--- config.mk ---
export PLATFORM = sky130hd
export DESIGN_NAME = recovery_top
export DESIGN_NICKNAME = d
export VERILOG_FILES = /design/src/recovery_proto_pkg.sv /design/src/recovery_bus_pkg.sv /design/src/recovery_executor.sv /design/src/recovery_receiver.sv /design/src/recovery_regfile.sv /design/src/recovery_rx_queue.sv /design/src/recovery_top.sv
export SDC_FILE = /design/constraint.sdc
export NUM_CORES = 1
export LEC_CHECK = 0
export BUFFER_PORTS_ARGS = -buffer_cell sky130_fd_sc_hd__buf_2
export CORE_AREA = 3 3 184 186
export CTS_BUF_LIST = sky130_fd_sc_hd__clkbuf_4 sky130_fd_sc_hd__clkbuf_8 sky130_fd_sc_hd__clkbuf_16
export DETAILED_ROUTE_END_ITERATION = 7
export DIE_AREA = 0 0 187 189
export PLACE_DENSITY = 0.7
export SKIP_CTS_REPAIR_TIMING = 1
export SLEW_MARGIN = 10
export SYNTH_ARGS = -nofsm -noshare
export SYNTH_HDL_FRONTEND = slang
export SYNTH_SLANG_ARGS = --single-unit
--- constraint.sdc ---
create_clock -name clk_i -period 4.7 [get_ports clk_i]
set_clock_uncertainty 0.1 [all_clocks]
set_input_delay 0.235 -clock clk_i [delete_from_list [all_inputs] [get_ports clk_i]]
set_output_delay 0.235 -clock clk_i [all_outputs]
set_load 0.01 [all_outputs]
--- src/recovery_proto_pkg.sv ---
// Recovery protocol definitions: opcodes, register selector, status codes, lengths
`default_nettype none

package recovery_proto_pkg;

  // Recovery opcodes kept from the recovery spec
  typedef enum logic [7:0] {
    CMD_PROT_CAP           = 8'd34,
    CMD_DEVICE_STATUS      = 8'd36,
    CMD_RECOVERY_CTRL      = 8'd38,
    CMD_INDIRECT_FIFO_CTRL = 8'd45,
    CMD_INDIRECT_FIFO_DATA = 8'd47
  } rec_cmd_e;

  // Register selector between executor and register file
  typedef enum logic [2:0] {
    CSR_PROT_CAP           = 3'd0,
    CSR_DEVICE_STATUS      = 3'd1,
    CSR_RECOVERY_CTRL      = 3'd2,
    CSR_INDIRECT_FIFO_CTRL = 3'd3,
    CSR_INDIRECT_FIFO_DATA = 3'd4,
    CSR_INVALID            = 3'd7
  } rec_csr_e;

  // Protocol status, reported in DEVICE_STATUS byte 1
  typedef enum logic [7:0] {
    PROTOCOL_OK              = 8'h00,
    PROTOCOL_ERROR_READ_ONLY = 8'h01,
    PROTOCOL_ERROR_PARAMETER = 8'h02,
    PROTOCOL_ERROR_LENGTH    = 8'h03
  } rec_status_e;

  // Every kept register is one 32-bit word
  localparam int unsigned REG_BYTES = 4;

endpackage

`default_nettype wire

--- src/recovery_bus_pkg.sv ---
// Recovery bus types: commands, payload words and stream bytes between blocks
`default_nettype none

package recovery_bus_pkg;

  // Host-side input byte with frame marker
  typedef struct packed {
    logic [7:0] data;
    logic       last;
  } rec_in_byte_t;

  // Decoded command, held by the receiver during execution
  typedef struct packed {
    recovery_proto_pkg::rec_cmd_e code;
    logic                         is_rd;
    logic [15:0]                  len;
    logic                         len_err;
  } rec_cmd_t;

  // Payload word, little-endian byte order
  typedef struct packed {
    logic [31:0] data;
  } rec_word_t;

  // Response byte
  typedef struct packed {
    logic [7:0] data;
    logic       last;
  } rec_res_byte_t;

endpackage

`default_nettype wire

--- src/recovery_executor.sv ---
// Recovery executor: runs commands against the register file and streams reads
`default_nettype none

module recovery_executor (
  input  logic                                clk_i,
  input  logic                                rst_ni,
  input  logic                                cmd_valid_i,
  input  recovery_bus_pkg::rec_cmd_t          cmd_i,
  output logic                                cmd_done_o,
  output logic                                rx_req_o,
  input  logic                                rx_ack_i,
  input  recovery_bus_pkg::rec_word_t         rx_word_i,
  output logic                                rx_clr_o,
  output logic                                reg_we_o,
  output recovery_proto_pkg::rec_csr_e        reg_wsel_o,
  output logic [31:0]                         reg_wdata_o,
  output recovery_proto_pkg::rec_csr_e        reg_rsel_o,
  input  logic [31:0]                         reg_rdata_i,
  output logic                                res_valid_o,
  input  logic                                res_ready_i,
  output logic [15:0]                         res_len_o,
  output logic                                res_dvalid_o,
  input  logic                                res_dready_i,
  output recovery_bus_pkg::rec_res_byte_t     res_byte_o,
  input  logic                                payload_ack_i,
  output logic                                payload_available_o
);
  import recovery_proto_pkg::*;
  import recovery_bus_pkg::*;

  typedef enum logic [2:0] {
    ST_IDLE,
    ST_WR_POP,
    ST_RD_LEN,
    ST_RD_DATA,
    ST_ERR,
    ST_DONE
  } state_e;

  state_e      state_q, state_d;
  rec_csr_e    csr;
  rec_status_e status;
  logic        err;
  logic        writable;
  logic        fifo_wr;
  logic [15:0] nwords;
  logic [15:0] wcnt_q;
  logic [1:0]  bcnt_q;
  logic        req_q;
  logic        pavail_q;
  logic        word_taken;
  logic        byte_taken;

  // Command is held stable by the receiver, so decode stays combinational
  always_comb begin
    unique case (cmd_i.code)
      CMD_PROT_CAP:           csr = CSR_PROT_CAP;
      CMD_DEVICE_STATUS:      csr = CSR_DEVICE_STATUS;
      CMD_RECOVERY_CTRL:      csr = CSR_RECOVERY_CTRL;
      CMD_INDIRECT_FIFO_CTRL: csr = CSR_INDIRECT_FIFO_CTRL;
      CMD_INDIRECT_FIFO_DATA: csr = CSR_INDIRECT_FIFO_DATA;
      default:                csr = CSR_INVALID;
    endcase
  end

  assign writable = (csr == CSR_RECOVERY_CTRL) | (csr == CSR_INDIRECT_FIFO_CTRL) |
                    (csr == CSR_INDIRECT_FIFO_DATA);
  assign fifo_wr  = ~cmd_i.is_rd & (csr == CSR_INDIRECT_FIFO_DATA);
  // Payload words, rounded up
  assign nwords   = {2'b00, cmd_i.len[15:2]} + {15'd0, |cmd_i.len[1:0]};

  // Protocol status, first matching rule wins
  always_comb begin
    status = PROTOCOL_OK;
    err    = 1'b0;
    if (cmd_i.len_err) begin
      status = PROTOCOL_ERROR_LENGTH;
      err    = 1'b1;
    end else if (csr == CSR_INVALID) begin
      status = PROTOCOL_ERROR_PARAMETER;
      err    = 1'b1;
    end else if (!cmd_i.is_rd && !writable) begin
      // Read-only target, payload is popped and discarded
      status = PROTOCOL_ERROR_READ_ONLY;
    end else if (!cmd_i.is_rd && csr != CSR_INDIRECT_FIFO_DATA &&
                 cmd_i.len != 16'(REG_BYTES)) begin
      status = PROTOCOL_ERROR_LENGTH;
      err    = 1'b1;
    end else if (cmd_i.is_rd && csr == CSR_INDIRECT_FIFO_DATA) begin
      status = PROTOCOL_ERROR_PARAMETER;
      err    = 1'b1;
    end
  end

  assign word_taken = (state_q == ST_WR_POP) & req_q & rx_ack_i;
  assign byte_taken = res_dvalid_o & res_dready_i;

  always_comb begin
    state_d = state_q;
    unique case (state_q)
      ST_IDLE: if (cmd_valid_i) begin
        if (err) state_d = ST_ERR;
        else if (cmd_i.is_rd) state_d = ST_RD_LEN;
        else if (nwords == 16'd0) state_d = ST_DONE;
        else state_d = ST_WR_POP;
      end
      ST_WR_POP:  if (word_taken && wcnt_q == 16'd1) state_d = ST_DONE;
      ST_RD_LEN:  if (res_ready_i) state_d = ST_RD_DATA;
      ST_RD_DATA: if (byte_taken && bcnt_q == 2'd3) state_d = ST_DONE;
      ST_ERR:     state_d = ST_DONE;
      ST_DONE:    state_d = ST_IDLE;
      default:    state_d = ST_IDLE;
    endcase
  end

  always_ff @(posedge clk_i or negedge rst_ni) begin
    if (!rst_ni) begin
      state_q  <= ST_IDLE;
      wcnt_q   <= '0;
      bcnt_q   <= '0;
      req_q    <= 1'b0;
      pavail_q <= 1'b0;
    end else begin
      state_q <= state_d;
      if (state_q == ST_IDLE) wcnt_q <= nwords;
      else if (word_taken) wcnt_q <= wcnt_q - 16'd1;
      if (state_q == ST_IDLE) bcnt_q <= '0;
      else if (byte_taken) bcnt_q <= bcnt_q + 2'd1;
      // Next request only once the previous ack has fallen
      if (state_q != ST_WR_POP || word_taken) req_q <= 1'b0;
      else if (!req_q && !rx_ack_i) req_q <= 1'b1;
      if (state_q == ST_DONE && fifo_wr && status == PROTOCOL_OK) pavail_q <= 1'b1;
      else if (payload_ack_i) pavail_q <= 1'b0;
    end
  end

  assign cmd_done_o = (state_q == ST_DONE);
  assign rx_req_o   = req_q;
  assign rx_clr_o   = (state_q == ST_ERR);

  // Payload words go to the target, status goes to DEVICE_STATUS at done
  assign reg_we_o    = (word_taken & writable) | (state_q == ST_DONE);
  assign reg_wsel_o  = (state_q == ST_DONE) ? CSR_DEVICE_STATUS : csr;
  assign reg_wdata_o = (state_q == ST_DONE) ? {16'h0000, status, 8'h00} : rx_word_i.data;
  assign reg_rsel_o  = csr;

  assign res_valid_o  = (state_q == ST_RD_LEN);
  assign res_len_o    = 16'(REG_BYTES);
  assign res_dvalid_o = (state_q == ST_RD_DATA);
  assign res_byte_o   = '{data: reg_rdata_i[bcnt_q*8 +: 8], last: (bcnt_q == 2'd3)};

  assign payload_available_o = pavail_q;

endmodule

`default_nettype wire

--- src/recovery_receiver.sv ---
// Recovery receiver: parses input frames into commands and packs payload words
`default_nettype none

module recovery_receiver #(
  parameter int unsigned FIFO_DEPTH = 4
) (
  input  logic                           clk_i,
  input  logic                           rst_ni,
  input  logic                           in_valid_i,
  input  recovery_bus_pkg::rec_in_byte_t in_byte_i,
  output logic                           in_ready_o,
  output logic                           push_o,
  output recovery_bus_pkg::rec_word_t    push_word_o,
  input  logic                           full_i,
  output logic                           cmd_valid_o,
  output recovery_bus_pkg::rec_cmd_t     cmd_o,
  input  logic                           cmd_done_i
);
  import recovery_proto_pkg::*;
  import recovery_bus_pkg::*;

  localparam logic [15:0] MAX_LEN = 16'(4 * FIFO_DEPTH);

  typedef enum logic [2:0] {
    ST_CODE,
    ST_DIR,
    ST_LEN_LO,
    ST_LEN_HI,
    ST_PAYLOAD,
    ST_PENDING
  } state_e;

  state_e      state_q;
  rec_cmd_t    cmd_q;
  logic [15:0] cnt_q;
  logic [31:0] wbuf_q;
  logic [31:0] word_nxt;
  logic [15:0] len_nxt;
  logic        en_q;
  logic        accept;
  logic        too_big;
  logic        keep;

  // Stalls while the queue is full or a command is pending
  assign in_ready_o = en_q & ~full_i & (state_q != ST_PENDING);
  assign accept     = in_valid_i & in_ready_o;

  assign too_big = cmd_q.len > MAX_LEN;
  // Bytes past the declared length are dropped, so the queue never overflows
  assign keep    = ~too_big & (cnt_q < cmd_q.len);
  assign len_nxt = {in_byte_i.data, cmd_q.len[7:0]};

  always_comb begin
    word_nxt = wbuf_q;
    word_nxt[cnt_q[1:0]*8 +: 8] = in_byte_i.data;
  end

  // Push on a full word or on the final declared byte
  assign push_o = accept & (state_q == ST_PAYLOAD) & keep &
                  ((cnt_q[1:0] == 2'd3) | (cnt_q == cmd_q.len - 16'd1));
  assign push_word_o = '{data: word_nxt};

  assign cmd_valid_o = (state_q == ST_PENDING);
  assign cmd_o       = cmd_q;

  always_ff @(posedge clk_i or negedge rst_ni) begin
    if (!rst_ni) begin
      state_q <= ST_CODE;
      cmd_q   <= '0;
      cnt_q   <= '0;
      en_q    <= 1'b0;
    end else begin
      en_q <= 1'b1;
      unique case (state_q)
        ST_CODE: if (accept) begin
          cmd_q.code    <= rec_cmd_e'(in_byte_i.data);
          cmd_q.is_rd   <= 1'b0;
          cmd_q.len     <= '0;
          cmd_q.len_err <= in_byte_i.last;
          cnt_q         <= '0;
          state_q       <= in_byte_i.last ? ST_PENDING : ST_DIR;
        end
        ST_DIR: if (accept) begin
          cmd_q.is_rd <= in_byte_i.data[0];
          if (in_byte_i.last) begin
            // A write frame needs its length field
            cmd_q.len_err <= ~in_byte_i.data[0];
            state_q       <= ST_PENDING;
          end else begin
            state_q <= ST_LEN_LO;
          end
        end
        ST_LEN_LO: if (accept) begin
          cmd_q.len[7:0] <= in_byte_i.data;
          cmd_q.len_err  <= in_byte_i.last;
          state_q        <= in_byte_i.last ? ST_PENDING : ST_LEN_HI;
        end
        ST_LEN_HI: if (accept) begin
          cmd_q.len[15:8] <= in_byte_i.data;
          // Ending here means zero payload bytes
          cmd_q.len_err   <= in_byte_i.last & (len_nxt != 16'd0);
          state_q         <= in_byte_i.last ? ST_PENDING : ST_PAYLOAD;
        end
        ST_PAYLOAD: if (accept) begin
          cnt_q <= cnt_q + 16'd1;
          if (in_byte_i.last) begin
            cmd_q.len_err <= too_big | (cnt_q + 16'd1 != cmd_q.len);
            state_q       <= ST_PENDING;
          end
        end
        ST_PENDING: if (cmd_done_i) state_q <= ST_CODE;
        default: state_q <= ST_CODE;
      endcase
    end
  end

  // Word assembly, zero padded for a partial final word
  always_ff @(posedge clk_i) begin
    if (state_q == ST_CODE) begin
      wbuf_q <= '0;
    end else if (accept && state_q == ST_PAYLOAD && keep) begin
      wbuf_q <= push_o ? '0 : word_nxt;
    end
  end

endmodule

`default_nettype wire

--- src/recovery_regfile.sv ---
// Recovery register file: status, control and payload words with read mux
`default_nettype none

module recovery_regfile #(
  parameter logic [31:0] PROT_CAP_VALUE = 32'h0000_0000
) (
  input  logic                         clk_i,
  input  logic                         rst_ni,
  input  logic                         we_i,
  input  recovery_proto_pkg::rec_csr_e wsel_i,
  input  logic [31:0]                  wdata_i,
  input  recovery_proto_pkg::rec_csr_e rsel_i,
  output logic [31:0]                  rdata_o,
  output logic                         image_activated_o
);
  import recovery_proto_pkg::*;

  logic [31:0] dev_status_q;
  logic [31:0] rec_ctrl_q;
  logic [31:0] fifo_ctrl_q;
  logic [31:0] fifo_data_q;

  always_ff @(posedge clk_i or negedge rst_ni) begin
    if (!rst_ni) begin
      dev_status_q <= '0;
      rec_ctrl_q   <= '0;
      fifo_ctrl_q  <= '0;
      fifo_data_q  <= '0;
    end else if (we_i) begin
      unique case (wsel_i)
        CSR_DEVICE_STATUS:      dev_status_q <= wdata_i;
        CSR_RECOVERY_CTRL:      rec_ctrl_q   <= wdata_i;
        CSR_INDIRECT_FIFO_CTRL: fifo_ctrl_q  <= wdata_i;
        // Keeps only the most recent payload word
        CSR_INDIRECT_FIFO_DATA: fifo_data_q  <= wdata_i;
        default: ;
      endcase
    end
  end

  always_comb begin
    unique case (rsel_i)
      CSR_PROT_CAP:           rdata_o = PROT_CAP_VALUE;
      CSR_DEVICE_STATUS:      rdata_o = dev_status_q;
      CSR_RECOVERY_CTRL:      rdata_o = rec_ctrl_q;
      CSR_INDIRECT_FIFO_CTRL: rdata_o = fifo_ctrl_q;
      CSR_INDIRECT_FIFO_DATA: rdata_o = fifo_data_q;
      default:                rdata_o = '0;
    endcase
  end

  // Activate image when RECOVERY_CTRL byte 2 holds 0x0F
  assign image_activated_o = (rec_ctrl_q[23:16] == 8'h0F);

endmodule

`default_nettype wire

--- src/recovery_rx_queue.sv ---
// Recovery payload queue: circular word buffer with a four-phase pop port
`default_nettype none

module recovery_rx_queue #(
  parameter int unsigned FIFO_DEPTH = 4
) (
  input  logic                        clk_i,
  input  logic                        rst_ni,
  input  logic                        push_i,
  input  recovery_bus_pkg::rec_word_t push_word_i,
  output logic                        full_o,
  input  logic                        rx_req_i,
  output logic                        rx_ack_o,
  output recovery_bus_pkg::rec_word_t rx_word_o,
  input  logic                        clr_i
);
  import recovery_bus_pkg::*;

  localparam int unsigned AW = (FIFO_DEPTH > 1) ? $clog2(FIFO_DEPTH) : 1;
  localparam int unsigned CW = $clog2(FIFO_DEPTH + 1);

  rec_word_t       mem_q [FIFO_DEPTH];
  logic [AW-1:0]   wptr_q, rptr_q;
  logic [CW-1:0]   cnt_q;
  logic            ack_q;
  logic            do_push, do_pop;

  function automatic logic [AW-1:0] next_ptr(input logic [AW-1:0] ptr);
    return (ptr == AW'(FIFO_DEPTH - 1)) ? '0 : ptr + AW'(1);
  endfunction

  assign full_o    = (cnt_q == CW'(FIFO_DEPTH));
  assign do_push   = push_i & ~full_o;
  // Pop once the executor has dropped its request
  assign do_pop    = ack_q & ~rx_req_i;
  assign rx_ack_o  = ack_q;
  assign rx_word_o = mem_q[rptr_q];

  always_ff @(posedge clk_i or negedge rst_ni) begin
    if (!rst_ni) begin
      wptr_q <= '0;
      rptr_q <= '0;
      cnt_q  <= '0;
      ack_q  <= 1'b0;
    end else if (clr_i) begin
      wptr_q <= '0;
      rptr_q <= '0;
      cnt_q  <= '0;
      ack_q  <= 1'b0;
    end else begin
      if (do_push) wptr_q <= next_ptr(wptr_q);
      if (do_pop) rptr_q <= next_ptr(rptr_q);
      cnt_q <= cnt_q + CW'(do_push) - CW'(do_pop);
      // Ack phase tracker
      if (do_pop) ack_q <= 1'b0;
      else if (rx_req_i && cnt_q != '0) ack_q <= 1'b1;
    end
  end

  always_ff @(posedge clk_i) begin
    if (do_push) mem_q[wptr_q] <= push_word_i;
  end

endmodule

`default_nettype wire

--- src/recovery_top.sv ---
// Recovery target top level: receiver, payload queue, executor and registers
`default_nettype none

module recovery_top #(
  parameter int unsigned FIFO_DEPTH     = 4,
  parameter logic [31:0] PROT_CAP_VALUE = 32'h0000_0C3A
) (
  input  logic                            clk_i,
  input  logic                            rst_ni,
  input  logic                            in_valid_i,
  input  recovery_bus_pkg::rec_in_byte_t  in_byte_i,
  output logic                            in_ready_o,
  output logic                            res_valid_o,
  input  logic                            res_ready_i,
  output logic [15:0]                     res_len_o,
  output logic                            res_dvalid_o,
  input  logic                            res_dready_i,
  output recovery_bus_pkg::rec_res_byte_t res_byte_o,
  input  logic                            payload_ack_i,
  output logic                            payload_available_o,
  output logic                            image_activated_o
);
  import recovery_proto_pkg::*;
  import recovery_bus_pkg::*;

  rec_cmd_t    cmd;
  logic        cmd_valid, cmd_done;
  rec_word_t   push_word, rx_word;
  logic        push, full;
  logic        rx_req, rx_ack, rx_clr;
  logic        reg_we;
  rec_csr_e    reg_wsel, reg_rsel;
  logic [31:0] reg_wdata, reg_rdata;

  recovery_receiver #(
    .FIFO_DEPTH(FIFO_DEPTH)
  ) u_receiver (
    .clk_i, .rst_ni, .in_valid_i, .in_byte_i, .in_ready_o,
    .push_o(push), .push_word_o(push_word), .full_i(full),
    .cmd_valid_o(cmd_valid), .cmd_o(cmd), .cmd_done_i(cmd_done)
  );

  recovery_rx_queue #(
    .FIFO_DEPTH(FIFO_DEPTH)
  ) u_rx_queue (
    .clk_i, .rst_ni, .push_i(push), .push_word_i(push_word), .full_o(full),
    .rx_req_i(rx_req), .rx_ack_o(rx_ack), .rx_word_o(rx_word), .clr_i(rx_clr)
  );

  recovery_executor u_executor (
    .clk_i, .rst_ni, .cmd_valid_i(cmd_valid), .cmd_i(cmd), .cmd_done_o(cmd_done),
    .rx_req_o(rx_req), .rx_ack_i(rx_ack), .rx_word_i(rx_word), .rx_clr_o(rx_clr),
    .reg_we_o(reg_we), .reg_wsel_o(reg_wsel), .reg_wdata_o(reg_wdata),
    .reg_rsel_o(reg_rsel), .reg_rdata_i(reg_rdata),
    .res_valid_o, .res_ready_i, .res_len_o, .res_dvalid_o, .res_dready_i, .res_byte_o,
    .payload_ack_i, .payload_available_o
  );

  recovery_regfile #(
    .PROT_CAP_VALUE(PROT_CAP_VALUE)
  ) u_regfile (
    .clk_i, .rst_ni, .we_i(reg_we), .wsel_i(reg_wsel), .wdata_i(reg_wdata),
    .rsel_i(reg_rsel), .rdata_o(reg_rdata), .image_activated_o
  );

endmodule

`default_nettype wire

==> metrics.md, run 1 <==
| Metric | Value |
|---|---|
| H-tree depth | `2` |
| CTS tree | `built` |
| Vias in the first global route | `12000` |
| Core Area | `32500 um2` |
| Dpl cells | `between 1500 and 2000` |
| Seq pwr share | `between 40% and 50%` |
| Cell with the most instances after synthesis | `dfrtp_1` |
| Routed len/inst | `roughly 22 um` |
| Final critical-path share of the clock period | `between 80% and 90%` |
| Area grow syn2layout | `9.96%` |
| Logic pwr share | `29.4%` |
| Chip width | `187 um` |
| Root buffer cell | `clkbuf_16` |
| P per Cell Area | `514 nW/um2` |
| Io pins | `45` |
| Global-route wire length before repair | `69800 um` |
| Startpoint types | `register` |
| Starting Density | `a little over half` |
| Ys async rst share | `56.2%` |
| Yosys top cell area share | `29.1%` |
| Final hold vios | `1` |
| Failing checks | `hold timing` |
| Nets | `1601` |
| Most instantiated cells after synthesis | `dfrtp_1, nand2_1, edfxtp_1` |
| Clk slew on worst S/H paths | `0.06 ns` |
| RSZ-0062 raised after global routing | `false` |
| Netlist cell types | `77` |
| Clock Sinks | `365` |
| DRC Markers | `0` |
| Clock power frac | `30.5%` |
| Full die area | `roughly 35000 um2` |
| First-pass detailed-route iteration total | `7` |
| Lkg Pwr | `7.90 nW` |
| Pint | `~6.5 mW` |
| Iteration-0 DRC count of the detailed router | `1152` |
| Grt total ovfl | `0` |
| Placed inst area | `about 18000 um2` |
| Cell area after synthesis | `17600 um2` |
| Initial antenna violation count | `3` |
| Worst slew margin | `20.7%` |
| Synth area leader | `dfrtp_1` |
| Worst Path Required | `4.37 ns` |
| Largest net degree at the start of global routing | `112` |
| Register area share after synthesis | `between 50% and 60%` |
| Setup TNS | `0 ns` |
| Crit. End Element | `output port` |
| Warnings, synthesis | `0` |
| Die height | `roughly 190 um` |
| Antenna Violating Nets Remaining | `0` |
| Post-DP HPWL | `28200 um` |
| Slew Limit Fails | `0` |
| Yosys reg bits | `about 370` |
| Max Fclk | `about 250 MHz` |
| Worst Hold Class | `input port to register` |
| Post-layout min period | `around 4 ns` |
| Crit-path max FO | `15` |
| Fillers | `2632` |
| Synth area leaders | `dfrtp_1, edfxtp_1, mux2_2, mux4_2, dfxtp_1` |
| Outcome | `complete, but fails checks` |
| Mapped Cells | `1564` |
| Critical path class | `register to output port` |
| Sw frac | `35.0%` |
| Vias | `around 12000` |
| Syn Area/Cell | `about 11 um2` |
| EDFF count, synth | `around 130` |
| Most used DFF post-synth | `dfrtp_1` |
| Max-cap viol count | `0` |
| Layout cell share with drive strength beyond 1 | `approximately 16%` |
| Net Sw Power | `3.49 mW` |
| PnR worst setup slack | `0.712 ns` |
| Tightest Pin Transition | `between 1 and 1.5 ns` |
| Post-route cell area | `19400 um2` |
| Ant. Diodes | `0` |
| GRT Overall Usage | `24.9%` |
| Hold Slack | `-0.00963 ns` |
| Via/cell ratio | `6.10` |
| Clk Latency, worst-skew pair | `0.52 ns` |
| Clk buf depth | `3` |
| Signal arrival time at the worst endpoint | `3.65 ns` |
| IO Port Bufs | `28` |
| Cts bufs inserted | `39` |
| Fin cells | `2021` |
| Setup-failing EPs final | `0` |
| Pre-CTS setup slack | `0.924 ns` |
| Final wirelength | `43900 um` |
| Final Wtd Congestion | `0.877` |
| Core Rows | `between 60 and 70` |
| Max IR drop VDD | `0.000258 V` |
| Fin util | `59.8%` |
[worst paths after layout]
kind                                                                to  slack (ns)                               start  depth (start not counted)
worst max-delay path                                     res_byte_o[2]        0.71    u_receiver.cmd_o[22]$_DFFE_PN0P_                          9
worst min-delay path                 u_receiver.state_q[2]$_DFFE_PN0P_       -0.01                        in_byte_i[0]                          3
worst max register to register           u_rx_queue.cnt_q[2]$_DFF_PN0_        0.85     u_receiver.cmd_o[4]$_DFFE_PN0P_                         12
worst min register to register      u_receiver.wbuf_q[15]$_SDFFE_PN0N_        0.35  u_receiver.wbuf_q[15]$_SDFFE_PN0N_                          2
max in group asynchronous       u_regfile.dev_status_q[13]$_DFFE_PN0P_        3.18                              rst_ni                          3
min in group asynchronous             u_executor.wcnt_q[4]$_DFFE_PN0P_        0.28                              rst_ni                          2
[layout make-up]
type,count,area (um2),area share (%)
multi-input cells,1015,7290,37.6
well taps,442,553,2.85
inverters,73,274,1.41
flip-flops and latches,365,9620,49.6
repair buffers,56,379,1.95
clock inverters,13,140,0.722
clock buffers,57,1150,5.95
[metal layers]
metal  wire (um)  up-vias  global-route usage (%)
met5          13        -                       0
met1       20100     6139                    37.6
li1            -     5639                       -
met2       19500      475                    37.6
met3        3360       72                    4.55
met4         969        2                    6.34
[through the flow]
| stage | hold WS (ns) | power [mW] |
|---|---|---|
| finish | -0.00963 | 9.97 |
| global route | 0.0279 | 10.5 |
| CTS | -0.226 | 9.98 |
| detailed placement | 0.318 | 6.92 |
| global placement | 0.316 | 6.88 |
| floorplan | -0.161 | 6.12 |
[kinds of logic (layout without fill, tap and decap cells)]
logic type               Yosys count  after routing  synth area share, %
AO/OA/AOI/OAI                    298            298                 11.0
other                              2             17               0.0426
flip-flops                       365            365                 54.5
XOR/XNOR                          60             60                 2.98
adder cells (fa/ha/maj)           36             36                 2.60
buffers and inverters            199            199                 4.70
AND/OR/NAND/NOR                  465            465                 13.3
multiplexers                     139            139                 10.9
[state kept, by name, indices dropped and copies added, names as in the netlist, 26 cells and up]
name	count
u_regfile.fifo_data_q	32
u_regfile.rec_ctrl_q	32
u_receiver.cmd_o	26
u_receiver.wbuf_q	32
u_rx_queue.mem_q	128
u_regfile.fifo_ctrl_q	32
u_regfile.dev_status_q	32
[power groups by stage]
stage | registers (mW) | clock network, mW | logic [mW]
after floorplan | 3.77 | 0 | 2.35
after global placement | 4.02 | 0 | 2.86
after detailed placement | 4.05 | 0 | 2.88
after CTS | 3.99 | 3.09 | 2.90
after global routing | 4.05 | 3.23 | 3.21
final | 4.00 | 3.04 | 2.93
[critical path: stages, from the launching register on]
cell,delay [ns]
dfrtp_1,0.40
nor4b_1,0.74
and3_1,0.79
buf_4,0.32
buf_4,0.21
a22oi_1,0.08
nand3_1,0.12
o211ai_1,0.10
o31ai_1,0.16
buf_2,0.21
[cell usage in the layout (no fill, tap or decap), types with 8 or more instances in the layout]
master,netlist,layout
a21oi_1,60,60
a22oi_1,54,54
a31oi_1,12,12
and2_1,39,39
and3_1,10,10
buf_2,10,27
buf_4,16,24
clkbuf_16,0,39
clkbuf_4,0,11
clkbuf_8,0,8
conb_1,2,17
dfrtp_1,205,204
dfxtp_1,32,32
edfxtp_1,128,128
ha_1,35,35
inv_1,72,72
mux2_1,24,24
mux2_2,78,78
mux4_2,32,32
nand2_1,163,163
nand3_1,46,46
nand4_1,46,46
nor2_1,62,62
nor3_1,29,26
nor4_1,13,13
o211ai_1,13,13
o21ai_0,70,70
o21ai_1,13,13
o22ai_1,8,8
o31ai_1,19,19
or3_1,8,8
xnor2_1,39,39
xor2_1,21,21
No activity file was read; power rests on OpenSTA's default activity.
==> run 2, diff against run 1 <==
--- a/config.mk
+++ b/config.mk
@@ -5,12 +5,13 @@
 export SDC_FILE = /design/constraint.sdc
 export NUM_CORES = 1
 export LEC_CHECK = 0
+export ABC_AREA = 1
 export BUFFER_PORTS_ARGS = -buffer_cell sky130_fd_sc_hd__buf_2
-export CORE_AREA = 3 3 184 186
+export CORE_AREA = 3 3 187 189
 export CTS_BUF_LIST = sky130_fd_sc_hd__clkbuf_4 sky130_fd_sc_hd__clkbuf_8 sky130_fd_sc_hd__clkbuf_16
 export DETAILED_ROUTE_END_ITERATION = 7
-export DIE_AREA = 0 0 187 189
-export PLACE_DENSITY = 0.7
+export DIE_AREA = 0 0 190 192
+export PLACE_DENSITY = 0.72
 export SKIP_CTS_REPAIR_TIMING = 1
 export SLEW_MARGIN = 10
 export SYNTH_ARGS = -nofsm -noshare
==> constraint.sdc (replaced) <==
create_clock -name clk_i -period 3.35 [get_ports clk_i]
set_clock_uncertainty 0.1 [all_clocks]
set_input_delay 0.1675 -clock clk_i [delete_from_list [all_inputs] [get_ports clk_i]]
set_output_delay 0.1675 -clock clk_i [all_outputs]
set_load 0.01 [all_outputs]
==> metrics.md, run 2 <==
| Metric | Value |
|---|---|
| PnR worst setup slack | `around 0.28 ns` |
| Final wirelength | `50900 um` |
| Netlist cell types | `58` |
| Yosys top cell area share | `28.1%` |
| Crit. End Element | `output port` |
| Most used DFF post-synth | `dfrtp_1` |
| Tightest Pin Transition | `between 1 and 1.5 ns` |
| P per Cell Area | `787 nW/um2` |
| DRC Markers | `0` |
| Vias | `15100` |
| Final hold vios | `0` |
| Iteration-0 DRC count of the detailed router | `1369` |
| Compound-gate portion of the synthesized area | `13.2%` |
| Ys async rst share | `approximately 56%` |
| Post-synthesis adder-cell area fraction | `2.51%` |
| Signal arrival time at the worst endpoint | `2.80 ns` |
| RSZ-0062 raised after global routing | `false` |
| Startpoint types | `register` |
| Final critical-path share of the clock period | `between 90% and 100%` |
| Warnings, synthesis | `0` |
| Root buffer cell | `clkbuf_16` |
| Hold Slack | `0.0148 ns` |
| Setup-failing EPs final | `0` |
| GRT Overall Usage | `28.0%` |
| Max IR drop VDD | `0.000490 V` |
| Crit-path max FO | `32` |
| Chip width | `approximately 190 um` |
| Most common cell after layout, fill and taps aside | `nand2_1` |
| Mux contribution to synthesized area | `0%` |
| Most instantiated cells after synthesis | `nand2_1, inv_1, dfrtp_1` |
| EDFF count, synth | `128` |
| First-pass detailed-route iteration total | `6` |
| Full die area | `36500 um2` |
| Placed inst area | `18800 um2` |
| Largest family of logic cells by synthesized area | `simple AND/OR/NAND/NOR gates` |
| Routed len/inst | `19.4 um` |
| Clock Sinks | `365` |
| Largest register by flop count | `u_rx_queue.mem_q` |
| Post-route cell area | `20300 um2` |
| Cell area after synthesis | `18200 um2` |
| Most frequent cells in the layout | `nand2_1, inv_1, dfrtp_1, nor2_1, a21oi_1` |
| Cts bufs inserted | `40` |
| Clk slew on worst S/H paths | `0.06 ns` |
| Max Fclk | `326 MHz` |
| Clk Latency, worst-skew pair | `0.53 ns` |
| Pre-CTS setup slack | `0.376 ns` |
| Critical path class | `register to output port` |
| Mapped Cells | `2123` |
| Max-cap viol count | `0` |
| Register area share after synthesis | `52.7%` |
| Vias in the first global route | `14600` |
| Yosys reg bits | `365` |
| Sequential cell area | `just under 10000 um2` |
| Synth area leaders | `dfrtp_1, edfxtp_1, nand2_1, inv_1, a21oi_1` |
| Global-route wire length before repair | `approximately 80000 um` |
| Simple-gate area share of the yosys netlist | `between 20 and 25%` |
| Worst Path Required | `around 3.1 ns` |
| Core Area | `33400 um2` |
| Area grow syn2layout | `11.4%` |
| IO Port Bufs | `28` |
| H-tree depth | `2` |
| Via/cell ratio | `between 5 and 6` |
| Initial antenna violation count | `0` |
| Core Rows | `between 60 and 70` |
| Antenna Violating Nets Remaining | `0` |
| Lkg Pwr | `around 9.3 nW` |
| Io pins | `45` |
| Final Wtd Congestion | `0.964` |
| Fillers | `2875` |
| Outcome | `completed` |
| Starting Density | `~55%` |
| Grt total ovfl | `0` |
| CTS tree | `built` |
| Ant. Diodes | `0` |
| Layout cell share with drive strength beyond 1 | `9.15%` |
| Largest net degree at the start of global routing | `84` |
| Multi-input logic area | `7180 um2` |
| Slew Limit Fails | `0` |
| Worst Hold Class | `input port to register` |
| Worst slew margin | `29.2%` |
| Synth area leader | `dfrtp_1` |
| Fin util | `60.8%` |
| Nets | `2196` |
| Post-DP HPWL | `34000 um` |
| Post-synthesis xor/xnor area fraction | `1.66%` |
| Post-layout min period | `3.07 ns` |
| Die height | `between 150 and 200 um` |
| Clk buf depth | `3` |
| Syn Area/Cell | `8.59 um2` |
| Cell with the most instances after synthesis | `nand2_1` |
| Max FFs per register | `128` |
| Total Power | `between 15 and 20 mW` |
run 2: cell types whose count changed after synthesis, sizes merged, moves of 44 or more:
cell / before / now
a21oi: 60 / 133
a22oi: 54 / 4
inv: 72 / 252
mux2: 102 / 0
nand2: 163 / 575
nand3: 47 / 93
nor2: 63 / 157
o22ai: 8 / 52
run 2: layout make-up:
cell class                 instances  share of cell area (%)
inverter                         255                    4.74
tap                              448                    2.76
sequential                       365                    47.3
clock inverter                    17                    1.17
multi-input combinational       1406                    35.4
timing repair buffer              77                    2.92
clock buffer                      56                    5.73
run 2: worst max-delay path, cell delays in order, from the launching register on:
cell     delay [ns]
dfrtp_1        0.39
inv_1          0.05
nand2_1        0.07
nor3_4         0.23
nand2_1        0.15
inv_1          0.07
buf_4          0.39
nand2_1        0.12
nand2_1        0.09
a21oi_1        0.05
nand3_1        0.10
a21oi_1        0.08
o21ai_1        0.27
buf_2          0.20
run 2: metal layers:
layer | GRT usage (%) | vias up | part of all wire (%)
met2 | 46.4 | 585 | 47
met1 | 36.6 | 7227 | 41
met5 | 0 | - | 0
met4 | 13.9 | 0 | 5.3
met3 | 3.56 | 126 | 6.5
li1 | - | 7125 | -
run 2: through the flow:
| step | setup TNS (ns) | cells |
|---|---|---|
| 2_1_floorplan | -41.80 | 2138 |
| 6_report | 0 | 2624 |
| 5_1_grt | 0 | 2624 |
| 3_3_place_gp | 0 | 2542 |
| 4_1_cts | 0 | 2615 |
| 3_5_place_dp | 0 | 2542 |
run 2: power by group:
group	switching, mW	internal, mW	leakage (nW)
registers	0.512	5.06	4.30
logic	4.00	1.79	4.30
clock network	1.79	2.83	0.691
total	6.30	9.68	9.28
run 2: cell families after synthesis:
group	count (synthesis)
flops	365
fa+ha+maj	36
other cells	2
xor+xnor	33
buf+inv	367
compound gates	390
simple gates	930
run 2: path summary, 6_finish.rpt:
check	from	to	slack, ns	cells past startpoint
max	u_receiver.cmd_o[22]$_DFFE_PN0P_	res_byte_o[4]	0.28	13
min	in_valid_i	u_receiver.cnt_q[2]$_DFFE_PN0P_	0.01	4
max reg2reg	u_receiver.cmd_o[1]$_DFFE_PN0P_	u_rx_queue.cnt_q[2]$_DFF_PN0_	0.36	19
min reg2reg	u_receiver.wbuf_q[6]$_SDFFE_PN0N_	u_receiver.wbuf_q[6]$_SDFFE_PN0N_	0.36	2
max in group asynchronous	rst_ni	u_executor.wcnt_q[12]$_DFFE_PN0P_	2.13	3
min in group asynchronous	rst_ni	u_regfile.fifo_data_q[12]$_DFFE_PN0P_	0.11	2
==> run 3, diff against run 2 <==
--- a/config.mk
+++ b/config.mk
@@ -12,6 +12,7 @@
 export DETAILED_ROUTE_END_ITERATION = 7
 export DIE_AREA = 0 0 190 192
 export PLACE_DENSITY = 0.72
+export REMOVE_ABC_BUFFERS = 1
 export SKIP_CTS_REPAIR_TIMING = 1
 export SLEW_MARGIN = 10
 export SYNTH_ARGS = -nofsm -noshare
==> metrics.md, run 3 (synthesis gave the netlist of run 2 again) <==
| Metric | Value |
|---|---|
| Signal arrival time at the worst endpoint | `3.39 ns` |
| Tightest Pin Transition | `1.08 ns` |
| Max FFs per register | `around 130` |
| Routed len/inst | `roughly 19 um` |
| Fillers | `2777` |
| Root buffer cell | `clkbuf_16` |
| Fin util | `60.7%` |
| Initial antenna violation count | `0` |
| Worst Hold Class | `input port to register` |
| Crit-path max FO | `9` |
| Setup-failing EPs final | `0` |
| Crit. End Element | `register` |
| Vias | `15000` |
| Chip width | `190 um` |
| Largest register by flop count | `u_rx_queue.mem_q` |
| Starting Density | `between 50% and 60%` |
| Total Power | `between 15 and 20 mW` |
| Outcome | `completed` |
| Full die area | `36500 um2` |
| Clk Latency, worst-skew pair | `roughly 0.54 ns` |
| Max-cap viol count | `0` |
| R2r setup slk | `around 0.29 ns` |
| Most frequent cells in the layout | `nand2_1, inv_1, dfrtp_1, nor2_1, a21oi_1` |
| Critical path class | `register to register` |
| First-pass detailed-route iteration total | `5` |
| Core Area | `around 33000 um2` |
| IO Port Bufs | `28` |
| Clock Sinks | `roughly 370` |
| Grt total ovfl | `0` |
| Nets | `2197` |
| Slew Limit Fails | `0` |
| Final Wtd Congestion | `0.948` |
| GRT Overall Usage | `27.4%` |
| DRC Markers | `0` |
| Layout cell share with drive strength beyond 1 | `9.37%` |
| Setup TNS | `0 ns` |
| Worst slew margin | `28.1%` |
| Antenna Violating Nets Remaining | `0` |
| Cts bufs inserted | `40` |
| RSZ-0062 raised after global routing | `false` |
| PnR worst setup slack | `0.285 ns` |
| Final critical-path share of the clock period | `91.5%` |
| CTS tree | `built` |
| Clk slew on worst S/H paths | `0.06 ns` |
| Vias in the first global route | `14200` |
| Post-DP HPWL | `33500 um` |
| R2R Path Start | `u_receiver.cmd_o[8]$_DFFE_PN0P_` |
| Hold Slack | `0.0375 ns` |
| Area grow syn2layout | `11.3%` |
| Lkg Pwr | `9.26 nW` |
| Final hold vios | `0` |
| Post-layout min period | `3.06 ns` |
| Worst R2R End | `u_rx_queue.cnt_q[2]$_DFF_PN0_` |
| Die height | `192 um` |
| Register-to-Register Path Depth | `15` |
| Iteration-0 DRC count of the detailed router | `between 1000 and 1500` |
| Most common cell after layout, fill and taps aside | `nand2_1` |
| Worst hold stages | `4` |
| Startpoint types | `register` |
| Startpoint of the worst hold path | `in_byte_i[4]` |
| Max Fclk | `326 MHz` |
| Core Rows | `67` |
| Final wirelength | `50100 um` |
| Ant. Diodes | `0` |
| Worst Path Required | `approximately 3.7 ns` |
| Hold Path End | `u_receiver.cmd_o[21]$_DFFE_PN0P_` |
| Max IR drop VDD | `0.000452 V` |
| Io pins | `45` |
| Largest net degree at the start of global routing | `85` |
| Clk buf depth | `3` |
| Global-route wire length before repair | `79000 um` |
| Via/cell ratio | `approximately 5.7` |
| Pre-CTS setup slack | `0.308 ns` |
| H-tree depth | `2` |
| P per Cell Area | `781 nW/um2` |
## run 3: cell count changes in the layout (fill, tap and decap cells not counted), moves of 2 or more
cell and change:
clkinv_2 +5, clkinvlp_4 -2, inv_1 -3, bufinv_16 -2
## run 3: worst max-delay path by stage
| stage | to | depth (start not counted) | startpoint | slack (ns) |
|---|---|---|---|---|
| after detailed placement | u_rx_queue.cnt_q[2]$_DFF_PN0_ | 18 | u_receiver.cmd_o[3]$_DFFE_PN0P_ | 0.31 |
| after global placement | u_rx_queue.cnt_q[2]$_DFF_PN0_ | 18 | u_receiver.cmd_o[3]$_DFFE_PN0P_ | 0.31 |
| after CTS | res_byte_o[8] | 10 | u_receiver.cmd_o[22]$_DFFE_PN0P_ | 0.18 |
| final | u_rx_queue.cnt_q[2]$_DFF_PN0_ | 15 | u_receiver.cmd_o[8]$_DFFE_PN0P_ | 0.29 |
| after global routing | u_rx_queue.cnt_q[2]$_DFF_PN0_ | 18 | u_receiver.cmd_o[3]$_DFFE_PN0P_ | 0.02 |
| after floorplan | u_regfile.fifo_ctrl_q[9]$_DFFE_PN0P_ | 6 | u_executor.state_q[2]$_DFFE_PN0P_ | -2.27 |
## run 3: report_power, final
part | leakage, nW | switching, mW | internal, mW
Sequential | 4.30 | 0.536 | 5.06
Clock | 0.692 | 1.77 | 2.73
Combinational | 4.28 | 3.95 | 1.82
Total | 9.26 | 6.25 | 9.60
## run 3: layer usage
layer  wire length [um]  GRT usage, %
met1              22800          39.7
met3               3490          4.40
met4               1280          8.25
met5                  0             0
met2              22600          42.8
## run 3: layout make-up
cell class | instances | area [um2] | area share (%)
inverter | 255 | 967 | 4.76
tap | 448 | 561 | 2.76
timing repair buffer | 78 | 604 | 2.98
clock inverter | 16 | 168 | 0.826
multi-input combinational | 1406 | 7190 | 35.4
sequential | 365 | 9620 | 47.4
clock buffer | 58 | 1200 | 5.90
## run 3: metrics by stage
step           std cells  area (um2)
2_1_floorplan       2026       17700
3_5_place_dp        2545       18900
5_1_grt             2626       20300
4_1_cts             2619       20200
3_3_place_gp        2545       18900
6_report            2626       20300
## run 3: critical path, cell delays in order, from the launching register on
cell and delay (ns):
dfrtp_1 0.64, inv_1 0.22, ha_1 0.36, a21oi_1 0.15
o21a_1 0.13, nand2_1 0.07, nand2_1 0.06, nand3_1 0.10
a21oi_4 0.16, nand3b_2 0.10, inv_1 0.06, ha_1 0.13
inv_1 0.05, fa_1 0.38, o21ai_0 0.18, a21oi_1 0.05
